## src/source/code_lock_pkg.sv

```systemverilog
package code_lock_pkg;

    typedef logic [3:0]  bcd_t;      // one bcd digit or display glyph
    typedef logic [11:0] display_t;  // three nibbles, msb nibble leftmost
    typedef logic [3:0]  key_t;      // decoded key, 0..9 are digits

    // command keys
    localparam key_t key_enter  = 4'd10;
    localparam key_t key_cancel = 4'd11;
    localparam key_t key_clear  = 4'd12;
    localparam key_t key_none   = 4'd15;  // no key or invalid vector

    // display patterns
    localparam bcd_t     glyph_blank = 4'hF;  // dark digit
    localparam display_t disp_blank  = {glyph_blank, glyph_blank, glyph_blank};
    localparam display_t disp_open   = 12'hA55;  // reads as "ASS" on the segments

    typedef enum logic [1:0] {
        snd_click,  // short key feedback
        snd_pass,   // long steady tone
        snd_fail    // two low bursts
    } sound_t;

    typedef enum logic [1:0] {
        st_entry,
        st_open,
        st_lockout
    } lock_state_t;

endpackage
```

## src/source/code_lock.sv

```systemverilog
`timescale 1ns/10ps

module code_lock import code_lock_pkg::*; #(
    parameter display_t passcode      = 12'h246,
    parameter int       max_tries     = 3,
    parameter int       lockout_secs  = 60,
    parameter int       ticks_per_sec = 50_000_000,
    parameter int       click_half    = 25_000,      // 1 kHz at 50 MHz
    parameter int       click_len     = 5_000_000,   // 100 ms
    parameter int       pass_half     = 12_500,
    parameter int       pass_len      = 25_000_000,
    parameter int       fail_half     = 50_000,
    parameter int       fail_len      = 30_000_000
) (
    input  logic        clk,
    input  logic        arst_n,
    input  logic [15:0] keys,
    output display_t    display,
    output logic        unlocked,
    output logic        locked_out,
    output logic [2:0]  tries,
    output logic        buzzer
);

    logic       key_valid;
    key_t       key_code;
    logic       lock_start;
    logic       lock_done;
    bcd_t [1:0] secs_left;
    logic       sound_start;
    sound_t     sound_kind;

    key_decoder u_key_decoder (
        .clk       (clk),
        .arst_n    (arst_n),
        .keys      (keys),
        .key_valid (key_valid),
        .key_code  (key_code)
    );

    entry_controller #(
        .passcode  (passcode),
        .max_tries (max_tries)
    ) u_entry_controller (
        .clk         (clk),
        .arst_n      (arst_n),
        .key_valid   (key_valid),
        .key_code    (key_code),
        .secs_left   (secs_left),
        .lock_done   (lock_done),
        .display     (display),
        .unlocked    (unlocked),
        .locked_out  (locked_out),
        .tries       (tries),
        .lock_start  (lock_start),
        .sound_start (sound_start),
        .sound_kind  (sound_kind)
    );

    lockout_timer #(
        .lockout_secs  (lockout_secs),
        .ticks_per_sec (ticks_per_sec)
    ) u_lockout_timer (
        .clk        (clk),
        .arst_n     (arst_n),
        .lock_start (lock_start),
        .secs_left  (secs_left),
        .lock_done  (lock_done)
    );

    buzzer_driver #(
        .click_half (click_half),
        .click_len  (click_len),
        .pass_half  (pass_half),
        .pass_len   (pass_len),
        .fail_half  (fail_half),
        .fail_len   (fail_len)
    ) u_buzzer_driver (
        .clk         (clk),
        .arst_n      (arst_n),
        .sound_start (sound_start),
        .sound_kind  (sound_kind),
        .buzzer      (buzzer)
    );

endmodule

```

## src/source/buzzer_driver.sv

```systemverilog
`timescale 1ns/10ps

module buzzer_driver import code_lock_pkg::*; #(
    parameter int click_half = 25_000,
    parameter int click_len  = 5_000_000,
    parameter int pass_half  = 12_500,
    parameter int pass_len   = 25_000_000,
    parameter int fail_half  = 50_000,
    parameter int fail_len   = 30_000_000
) (
    input  logic   clk,
    input  logic   arst_n,
    input  logic   sound_start,
    input  sound_t sound_kind,
    output logic   buzzer
);

    function automatic int max3(input int a, input int b, input int c);
        int m;
        m = (a > b) ? a : b;
        return (m > c) ? m : c;
    endfunction

    localparam int half_w = $clog2(max3(click_half, pass_half, fail_half) + 1);
    localparam int len_w  = $clog2(max3(click_len, pass_len, fail_len) + 1);

    // fail pattern goes quiet over its middle third
    localparam logic [len_w-1:0] mute_lo = len_w'(fail_len / 3);
    localparam logic [len_w-1:0] mute_hi = len_w'((2 * fail_len) / 3);

    sound_t            kind;      // pattern being played
    logic              active;
    logic              tone;      // raw square wave
    logic              mute;
    logic [half_w-1:0] half_cnt;
    logic [half_w-1:0] half_sel;  // last count of a half period
    logic [len_w-1:0]  dur_cnt;
    logic [len_w-1:0]  len_sel;   // last count of the pattern

    always_comb begin
        case (kind)
            snd_pass: begin
                half_sel = half_w'(pass_half - 1);
                len_sel  = len_w'(pass_len - 1);
            end
            snd_fail: begin
                half_sel = half_w'(fail_half - 1);
                len_sel  = len_w'(fail_len - 1);
            end
            default: begin  // click and the unused code
                half_sel = half_w'(click_half - 1);
                len_sel  = len_w'(click_len - 1);
            end
        endcase
    end

    assign mute = (kind == snd_fail) && (dur_cnt >= mute_lo) && (dur_cnt < mute_hi);

    always_ff @(posedge clk or negedge arst_n) begin
        if (!arst_n) begin
            kind     <= snd_click;
            active   <= 1'b0;
            tone     <= 1'b0;
            half_cnt <= '0;
            dur_cnt  <= '0;
        end else if (sound_start) begin  // a new request cuts the old one short
            kind     <= sound_kind;
            active   <= 1'b1;
            tone     <= 1'b1;
            half_cnt <= '0;
            dur_cnt  <= '0;
        end else if (active) begin
            if (half_cnt == half_sel) begin
                half_cnt <= '0;
                tone     <= ~tone;
            end else begin
                half_cnt <= half_cnt + 1'b1;
            end
            if (dur_cnt == len_sel) begin
                active <= 1'b0;  // pattern over
            end else begin
                dur_cnt <= dur_cnt + 1'b1;
            end
        end
    end

    assign buzzer = active && tone && !mute;

endmodule

```

## src/source/lockout_timer.sv

```systemverilog
`timescale 1ns/10ps

module lockout_timer import code_lock_pkg::*; #(
    parameter int lockout_secs  = 60,
    parameter int ticks_per_sec = 50_000_000
) (
    input  logic       clk,
    input  logic       arst_n,
    input  logic       lock_start,
    output bcd_t [1:0] secs_left,   // [1] tens, [0] units
    output logic       lock_done
);

    localparam int               pre_w      = $clog2(ticks_per_sec + 1);
    localparam logic [pre_w-1:0] pre_max    = pre_w'(ticks_per_sec - 1);
    localparam bcd_t             load_tens  = bcd_t'(lockout_secs / 10);
    localparam bcd_t             load_units = bcd_t'(lockout_secs % 10);

    logic [pre_w-1:0] prescale;  // cycles within the current second
    logic             running;
    logic             sec_tick;
    logic             last_sec;

    assign sec_tick = running && (prescale == pre_max);
    assign last_sec = (secs_left[1] == 4'd0) && (secs_left[0] <= 4'd1);

    always_ff @(posedge clk or negedge arst_n) begin
        if (!arst_n) begin
            running   <= 1'b0;
            prescale  <= '0;
            secs_left <= '0;
            lock_done <= 1'b0;
        end else begin
            lock_done <= 1'b0;
            if (lock_start) begin
                running   <= 1'b1;
                prescale  <= '0;
                secs_left <= {load_tens, load_units};
            end else if (sec_tick) begin
                prescale <= '0;
                if (last_sec) begin  // 1 -> 0 ends the lockout
                    running      <= 1'b0;
                    lock_done    <= 1'b1;
                    secs_left[0] <= 4'd0;
                end else if (secs_left[0] == 4'd0) begin
                    secs_left[0] <= 4'd9;  // borrow from tens
                    secs_left[1] <= secs_left[1] - 4'd1;
                end else begin
                    secs_left[0] <= secs_left[0] - 4'd1;
                end
            end else if (running) begin
                prescale <= prescale + 1'b1;
            end
        end
    end

endmodule

```

## src/source/entry_controller.sv

```systemverilog
`timescale 1ns/10ps

module entry_controller import code_lock_pkg::*; #(
    parameter display_t passcode  = 12'h246,
    parameter int       max_tries = 3
) (
    input  logic       clk,
    input  logic       arst_n,
    input  logic       key_valid,
    input  key_t       key_code,
    input  logic [7:0] secs_left,
    input  logic       lock_done,
    output display_t   display,
    output logic       unlocked,
    output logic       locked_out,
    output logic [2:0] tries,
    output logic       lock_start,
    output logic       sound_start,
    output sound_t     sound_kind
);

    lock_state_t state;
    display_t    entry;      // digits shifted in from the right
    logic [1:0]  digits;     // number of digits taken so far
    logic        is_digit;
    logic        code_ok;
    logic        last_try;

    assign is_digit = (key_code <= 4'd9);
    assign code_ok  = (digits == 2'd3) && (entry == passcode);
    assign last_try = (int'(tries) + 1 >= max_tries);  // this failure triggers lockout

    always_ff @(posedge clk or negedge arst_n) begin
        if (!arst_n) begin
            state       <= st_entry;
            entry       <= disp_blank;
            digits      <= 2'd0;
            tries       <= 3'd0;
            lock_start  <= 1'b0;
            sound_start <= 1'b0;
            sound_kind  <= snd_click;
        end else begin
            lock_start  <= 1'b0;  // single-cycle requests
            sound_start <= 1'b0;

            case (state)
                st_entry: begin
                    if (key_valid) begin
                        if (is_digit) begin
                            sound_start <= 1'b1;
                            sound_kind  <= snd_click;
                            if (digits != 2'd3) begin  // fourth digit on is dropped
                                entry  <= {entry[7:0], key_code};
                                digits <= digits + 2'd1;
                            end
                        end else if (key_code == key_enter) begin
                            entry       <= disp_blank;
                            digits      <= 2'd0;
                            sound_start <= 1'b1;
                            if (code_ok) begin
                                state      <= st_open;
                                sound_kind <= snd_pass;
                            end else begin
                                sound_kind <= snd_fail;
                                if (last_try) begin
                                    state      <= st_lockout;
                                    tries      <= 3'd0;
                                    lock_start <= 1'b1;
                                end else begin
                                    tries <= tries + 3'd1;
                                end
                            end
                        end else if (key_code == key_cancel) begin
                            entry  <= disp_blank;
                            digits <= 2'd0;
                        end else if (key_code == key_clear) begin
                            entry  <= disp_blank;
                            digits <= 2'd0;
                            tries  <= 3'd0;
                        end
                    end
                end

                st_open: begin
                    // only clear relocks, everything else is ignored
                    if (key_valid && key_code == key_clear) begin
                        state  <= st_entry;
                        entry  <= disp_blank;
                        digits <= 2'd0;
                        tries  <= 3'd0;
                    end
                end

                st_lockout: begin
                    if (lock_done) begin  // keys are ignored until the countdown ends
                        state  <= st_entry;
                        entry  <= disp_blank;
                        digits <= 2'd0;
                        tries  <= 3'd0;
                    end
                end

                default: begin
                    state <= st_entry;
                end
            endcase
        end
    end

    always_comb begin
        case (state)
            st_open:    display = disp_open;
            st_lockout: display = {4'h0, secs_left};  // 0 then seconds remaining
            default:    display = entry;
        endcase
    end

    assign unlocked   = (state == st_open);
    assign locked_out = (state == st_lockout);

endmodule

```

## src/source/key_decoder.sv

```systemverilog
`timescale 1ns/10ps

module key_decoder import code_lock_pkg::*; (
    input  logic        clk,
    input  logic        arst_n,
    input  logic [15:0] keys,
    output logic        key_valid,
    output key_t        key_code
);

    key_t dec_code;   // combinational decode of the raw vector
    key_t prev_code;  // decode seen on the last edge

    // bits 1, 2 and 4 are not wired to a key
    always_comb begin
        case (keys)
            16'h0001: dec_code = key_enter;
            16'h0008: dec_code = 4'd0;
            16'h0020: dec_code = 4'd3;
            16'h0040: dec_code = 4'd2;
            16'h0080: dec_code = 4'd1;
            16'h0100: dec_code = key_clear;   // clears entry and tries
            16'h0200: dec_code = 4'd6;
            16'h0400: dec_code = 4'd5;
            16'h0800: dec_code = 4'd4;
            16'h1000: dec_code = key_cancel;  // clears entry only
            16'h2000: dec_code = 4'd9;
            16'h4000: dec_code = 4'd8;
            16'h8000: dec_code = 4'd7;
            default:  dec_code = key_none;    // idle, multi-hot or unused bit
        endcase
    end

    always_ff @(posedge clk or negedge arst_n) begin
        if (!arst_n) begin
            prev_code <= key_none;
            key_valid <= 1'b0;
            key_code  <= key_none;
        end else begin
            prev_code <= dec_code;
            // only a step out of the idle code counts as a press
            key_valid <= (prev_code == key_none) && (dec_code != key_none);
            key_code  <= dec_code;
        end
    end

endmodule

```

## config.mk

```make
export PLATFORM = sky130hd
export DESIGN_NAME = code_lock
export DESIGN_NICKNAME = d
export VERILOG_FILES = /design/src/source/code_lock_pkg.sv /design/src/source/code_lock.sv /design/src/source/buzzer_driver.sv /design/src/source/lockout_timer.sv /design/src/source/entry_controller.sv /design/src/source/key_decoder.sv
export SDC_FILE = /design/constraint.sdc
export NUM_CORES = 1
export LEC_CHECK = 0
export ABC_AREA = 1
export BUFFER_PORTS_ARGS = -buffer_cell sky130_fd_sc_hd__buf_2
export CORE_MARGIN = 2
export CORE_UTILIZATION = 55
export DETAILED_ROUTE_END_ITERATION = 16
export GPL_ROUTABILITY_DRIVEN = 0
export PLACE_DENSITY = 0.71
export SETUP_SLACK_MARGIN = 0.5
export SLEW_MARGIN = 20
export SYNTH_ARGS = -nofsm -noshare
export SYNTH_HDL_FRONTEND = slang
export SYNTH_SLANG_ARGS = --single-unit
```

## constraint.sdc

```tcl
create_clock -name clk -period 3.9 [get_ports clk]
set_input_delay 0.39 -clock clk [delete_from_list [all_inputs] [get_ports clk]]
set_output_delay 0.39 -clock clk [all_outputs]
set_load 0.005 [all_outputs]
```

# After elaboration in Yosys (flattened, before gate mapping)
# Cells that the tools add are included.
# Widths: inputs -> output; s select.
# totals
regBits	109
in_bits	18
output_inout_bits	18
word_cells	181
# classes
add_sub_neg	8
order_cmp	5
n_eq_ne	41
mux	78
bitwise_logic	1
reduce_logical	29
# op_table
operator	count
$mux 12	8
$mux 26	3
$mux 25	3
$pmux 4 s13	1
$pmux 25 s2	1
$mux 16	3
$pmux 12 s3	1
$ge 32x3->1 const B	1
$mux 2	16
$pmux 16 s2	1
$mux 3	9
$add 26x1->26 const B	1
$eq 26x26->1 const B	1
$add 25x1->25 const B	1
$eq 25x25->1	1
$ge 25x24->1 const B	1
$lt 25x25->1 const B	1
$pmux 12 s2	1
$mux 1	22
$add 16x1->16 const B	1
$eq 16x1->1 const B	1
$eq 16x10->1 const B	1
$eq 16x11->1 const B	1
$eq 16x12->1 const B	1
42 further kinds	81

# Depth between registers and ports, before layout
# logic_depth
word_depth	8
mapped_depth	15
mapped_depth_nobuf	13

# Modules after synthesis
# A second synthesis with hierarchy kept.
# hier_totals
cells_unflattened	1159
area_unflattened_um2	7697.4
# by_module_without_submodules
mod	instances	cells_per_inst	area_each_um2	seq_area_each_um2
buzzer_driver	1	506	3273.1	1126.1
lockout_timer	1	346	2336.0	900.9
entry_controller	1	203	1447.6	590.6
key_decoder	1	104	640.6	130.1

# Least setup slack after synthesis
# No wires, ideal clock.
# synth_path
path_kind	register -> register
from	reg u_entry_controller.state[0]
to	reg u_entry_controller.digits[0]
setup_time_ps	126
arrival_time_ps	1699
required_time_ps	3774
setup_slack_ps	2075
stages_incl_launch_ff	11
n_path_buf	2
period_less_slack_ps	1825
cell_sequence	dfrtp_1 > inv_1 > ha_1 > buf_4 > inv_1 > nor2_1 > nor3_1 > nand4_2 > buf_2 > nand2_1 > o21ai_0
# synth_between
elab_chain_len	3
elab_cells_between_ends	11
cone_classes	eq/ne: 7; mux: 1; reduce/logical: 3
# synth_lines
element	line	source
from (decl)	entry_controller.sv:22	lock_state_t state;
from (signal assigned)	entry_controller.sv:35	state <= st_entry;
from (signal assigned)	entry_controller.sv:61	state <= st_open;
from (signal assigned)	entry_controller.sv:66	state <= st_lockout;
$eq 2x2->1 *	--	
via locked_out	code_lock.sv:20	output logic locked_out,
$ne 2x1->1 (no source line) / $reduce_bool 3->1 (equally long branches)	--	
$reduce_and 6->1 (no source line)	--	
to (signal assigned)	entry_controller.sv:54	digits <= digits + 2'd1;
to (decl)	entry_controller.sv:24	logic [1:0] digits;
# The timed path passes the listed nets; every way through them passes the cells marked *.
# A chain may end at the register's enable or synchronous reset.

# Final worst setup path
# layout_path
from	reg u_entry_controller.state[0]
to	out display[0]
# layout_between
elab_chain_len	2
elab_cells_between_ends	3
cone_classes	eq/ne: 2; mux: 1
# layout_lines
element	line	source
$eq 2x2->1 / $eq 2x1->1 (equally long branches)	entry_controller.sv:111	case (state)
$pmux 12 s2 *	entry_controller.sv:111	
to (decl)	code_lock.sv:18	output display_t display,
# Mark *: on every way between the ends. The rest lies on a longest branch, timed or not.

==> impl.org <==
** Synth
- The synthesized netlist devotes 43.2% of its cell area to simple gates.
- Summing the areas of all xor and xnor instances in the mapped netlist gives 2.02% of the synthesized area.
- The synthesized design devotes to its leading area cell type 31.6% of total area.
- Cell Area, Synth :: 7370 um2
- Post-synthesis net count :: 1176
- Post-Synth Adder-Cell Area :: 2.21%
- Number of storage elements in the synthesis netlist :: 109
- Post-synth top area cell :: sky130_fd_sc_hd__dfrtp_1
- Leading cell types by total area after synthesis :: sky130_fd_sc_hd__dfrtp_1 (32%), sky130_fd_sc_hd__nand2_1 (19%), sky130_fd_sc_hd__nor2_1 (11%), sky130_fd_sc_hd__nand3_1 (6.5%), sky130_fd_sc_hd__inv_1 (6.2%)
- During synthesis, Yosys emitted a total of 0 warnings.
- Synthesis handed over a netlist of 1145 instances.
- Compound-cell area share of the yosys netlist :: 6.86%
- Average cell area after synthesis :: between 6 and 7 um2
- Of the synthesized area, sequential elements account for between 30% and 40%.
- By area, the combinational part of the netlist is dominated by simple AND/OR/NAND/NOR gates.
- The portion of synthesized area spent on multiplexers is 0%.
- Distinct cell type count after synthesis :: 43

** CTS
- Clock tree root buffer cell :: sky130_fd_sc_hd__clkbuf_16
- TritonCTS clock tree :: yes
- H-Tree Depth :: 3
- After clock tree synthesis, the setup repair step added 0 buffers.
- In this run, CTS created clock tree buffers numbering 9.
- Count of hold-fix buffers inserted at cts :: 0
- The clock passes through at most 2 buffers.
- Sink Count :: 109
- Clock-pin transition on the worst setup and hold timing paths :: roughly 0.070 ns
- The later pin in the worst-skew pair is clocked with a latency of approximately 0.37 ns.
- Resize count post-CTS :: 0

** Critical path
- Crit Reg-Reg Startpoint :: u_entry_controller.sound_start
- For this run, the slowest stage of the critical path takes 0.68 ns.
- Worst r2r path cells :: 7
- The worst register-to-register path ends at u_buzzer_driver.dur_cnt[16].
- The critical path runs through a total of 6 cells.
- Setup slack on the worst reg-to-reg path comes out at 1.42 ns.
- Dominant delay contributor by cell family on the critical path :: adder cells
- Library cell contributing the largest single delay on the critical path :: sky130_fd_sc_hd__ha_1
- At the worst endpoint, the required time is 3.51 ns.
- In this run the worst path has a maximum fanout of 22.
- Type of the worst setup path :: reg2out
- Launching element type of the critical path :: flop
- Cell Chain, Critical Path :: inv_1, ha_1, inv_1, nor2_1, a22oi_1, buf_2
- STA puts the critical path data arrival time at 2.45 ns.
- The worst setup path is captured at an output pin.
- The most critical setup path has its endpoint at display[0].
- In this design, the critical path's most frequently occurring cell is sky130_fd_sc_hd__inv_1.
- The number of buffers and inverters on the critical path is 3.
- CP startpoint :: u_entry_controller.state[0]

** Cells and area
- Final core utilization :: 60.4%
- Finished Layout Cells :: 1349
- Of the cells placed in the final design, the portion with a size suffix greater than 1 is 7.76%.
- Leading cell types in the layout, fill and taps excluded :: sky130_fd_sc_hd__nand2_1 (367), sky130_fd_sc_hd__nor2_1 (210), sky130_fd_sc_hd__inv_1 (122)
- Footprint of the flip-flops and latches :: 2750 um2
- Fill cell total of the finished layout :: 1318
- Count of inserted antenna diode cells :: 0
- Footprint of the multi-input gates :: 4000 um2
- The net count of the finished layout is 1200.
- Leading cell type in the layout, fill and taps excluded :: sky130_fd_sc_hd__nand2_1
- Layout-stage area growth over the synthesis result :: 7.61%

** Drt
- Routed WL per cell :: 12.4 um
- Before antenna repair, the detailed router went through 5 iterations.
- Via density per instance :: 5.15
- For this block, the initial DRC count from the detailed router was slightly above 500.
- In the routed design, unresolved DRC markers number 0.
- Total via count in the routed design :: 6952
- Summed over all layers, the routed wires come to approximately 17 mm.
- Number of antenna-violating nets in the routed design :: 0

** Timing
- Total count of max-transition violations in the final report :: 0
- Setup repair after global routing missed its margin :: no
- Maximum clock frequency :: between 0.3 and 0.4 GHz
- In this run the tightest slew margin relative to its limit is 50.0%.
- Post-route clock skew :: 0.0129 ns
- Time the final worst path needs with I/O delays and setup :: 2.84 ns
- Number of failing hold endpoints at the final stage :: 0
- Number of setup violations in the final report :: 0
- Setup total negative slack :: 0 ns
- At the pin with the least slew margin, the transition time is approximately 0.75 ns.
- Of the available clock period, the critical path in the final layout requires 72.7%.

** Min path
- Path type of the worst min-delay path :: in2async

** Floorplan
- The floorplan step set the die width to 120 um.
- Core region area :: 13100 um2
- For this configuration, the core starts out at a cell density of 56.1%.
- The die is about 120 um tall.
- Total Die Area :: around 14000 um2
- Number of placed I/O pins :: 36
- The floorplan has 42 rows.

** Global route
- Maximum number of pins on one net before global-route repair :: 84
- Global-route wire length before repair :: between 20 and 30 mm
- Global routing finished with a remaining overflow of 0.
- The via count of the first global-routing pass was around 6300.
- The number of antenna violations at the first check in global routing was 0.
- All-layer global routing usage :: 24.7%

** Pwr
- Across the VDD grid, the largest voltage drop is 0.236 mV.
- Dividing total power by cell area gives a power density of 260 nW/um2.
- Cell leakage power :: 3.82 nW

** Place
- Once placement completed, the tool counted placed cells totaling 1334.
- Half-perimeter wire length after placement :: 12.4 mm
- PortBufs :: 35

** Run status
- Status :: finished, final reports clean

** Job
- Max Cap Violations :: 0
worst reg2reg max path: cells and delay by family (launching register included):
kind | cells | cell delay, ns
buffers and inverters | 3 | 0.77
DFF | 1 | 0.34
and+or+nand+nor | 4 | 1.31
state kept, by name (all words and copies together), names as in the netlist:
register                        count
u_buzzer_driver.dur_cnt            25
u_buzzer_driver.active              1
u_entry_controller.digits           2
u_buzzer_driver.tone                1
u_entry_controller.lock_start       1
u_buzzer_driver.half_cnt           16
u_lockout_timer.secs_left           8
u_entry_controller.sound_start      1
u_entry_controller.state            2
u_lockout_timer.lock_done           1
u_buzzer_driver.kind                2
u_lockout_timer.prescale           26
u_key_decoder.key_code              4
u_lockout_timer.running             1
u_key_decoder.key_valid             1
u_entry_controller.entry           12
u_entry_controller.tries            3
u_entry_controller.sound_kind       2
per-layer routing:
metal	track usage (%)	part of all wire [%]	routed length (um)	vias to the layer above
li1	-	-	-	3671
met1	34.4	49	8280	3140
met2	39.4	45	7530	118
met3	5.37	3.9	650	23
met4	6.40	1.6	269	0
met5	0	0	0	-
cells in the mapped netlist (all sizes together):
cell and instances:
o21ai 56, and2 2, a21oi 27, nand2 372
o21bai 2, a22oi 4, o211ai 1, o31ai 2
nand4 22, buf 15, inv 127, or2 4
dfstp 16, clkinv 3, nor3 30, nor3b 5
nand3b 6, clkbuf 9, xor2 13, a21o 1
xnor2 4, nor2 216, and3 2, ha 13
dfrtp 93, o22ai 1, nand3 98, a41oi 1
layout make-up:
class,instances,share of cell area (%)
tap,176,2.78
multi-input combinational,882,50.5
clock buffer,11,3.06
clock inverter,4,0.410
inverter,130,6.17
sequential,109,34.6
timing repair buffer,37,2.48
through the flow:
step | total power [W] | instance area [um2] | worst slack [ns] | hold slack, ns
2_1_floorplan | 0.00116 | 7370 | 2.07 | 0.0944
6_report | 0.00206 | 7930 | 1.06 | 0.0571
4_1_cts | 0.00208 | 7930 | 1.07 | 0.254
5_1_grt | 0.00213 | 7930 | 0.850 | 0.121
3_3_place_gp | 0.00120 | 7650 | 1.55 | 0.470
3_5_place_dp | 0.00120 | 7650 | 1.45 | 0.479
how the worst min path moves through the flow:
stage / to / slack [ns] / depth (start not counted)
2_1_floorplan: u_buzzer_driver.active / 0.09 / 0
3_3_place_gp: u_entry_controller.digits[1] / 0.47 / 2
3_5_place_dp: u_entry_controller.entry[11] / 0.48 / 2
4_1_cts: u_entry_controller.digits[0] / 0.25 / 1
5_1_grt: u_entry_controller.digits[1] / 0.12 / 1
6_report: u_entry_controller.digits[0] / 0.06 / 1
cell families after synthesis:
family	after synthesis
and+or+nand+nor	757
buffers and inverters	154
DFF	109
AOI/OAI and AO/OA	95
xor gates and xnor gates	17
adders and majority gates	13
power breakdown:
part           leakage [nW]  internal (W)  switching [W]
logic                  2.22     0.0000116      0.0000337
registers              1.47       0.00113   0.0000000195
clock network         0.134      0.000454       0.000433
(Power assumes the default switching activity.)
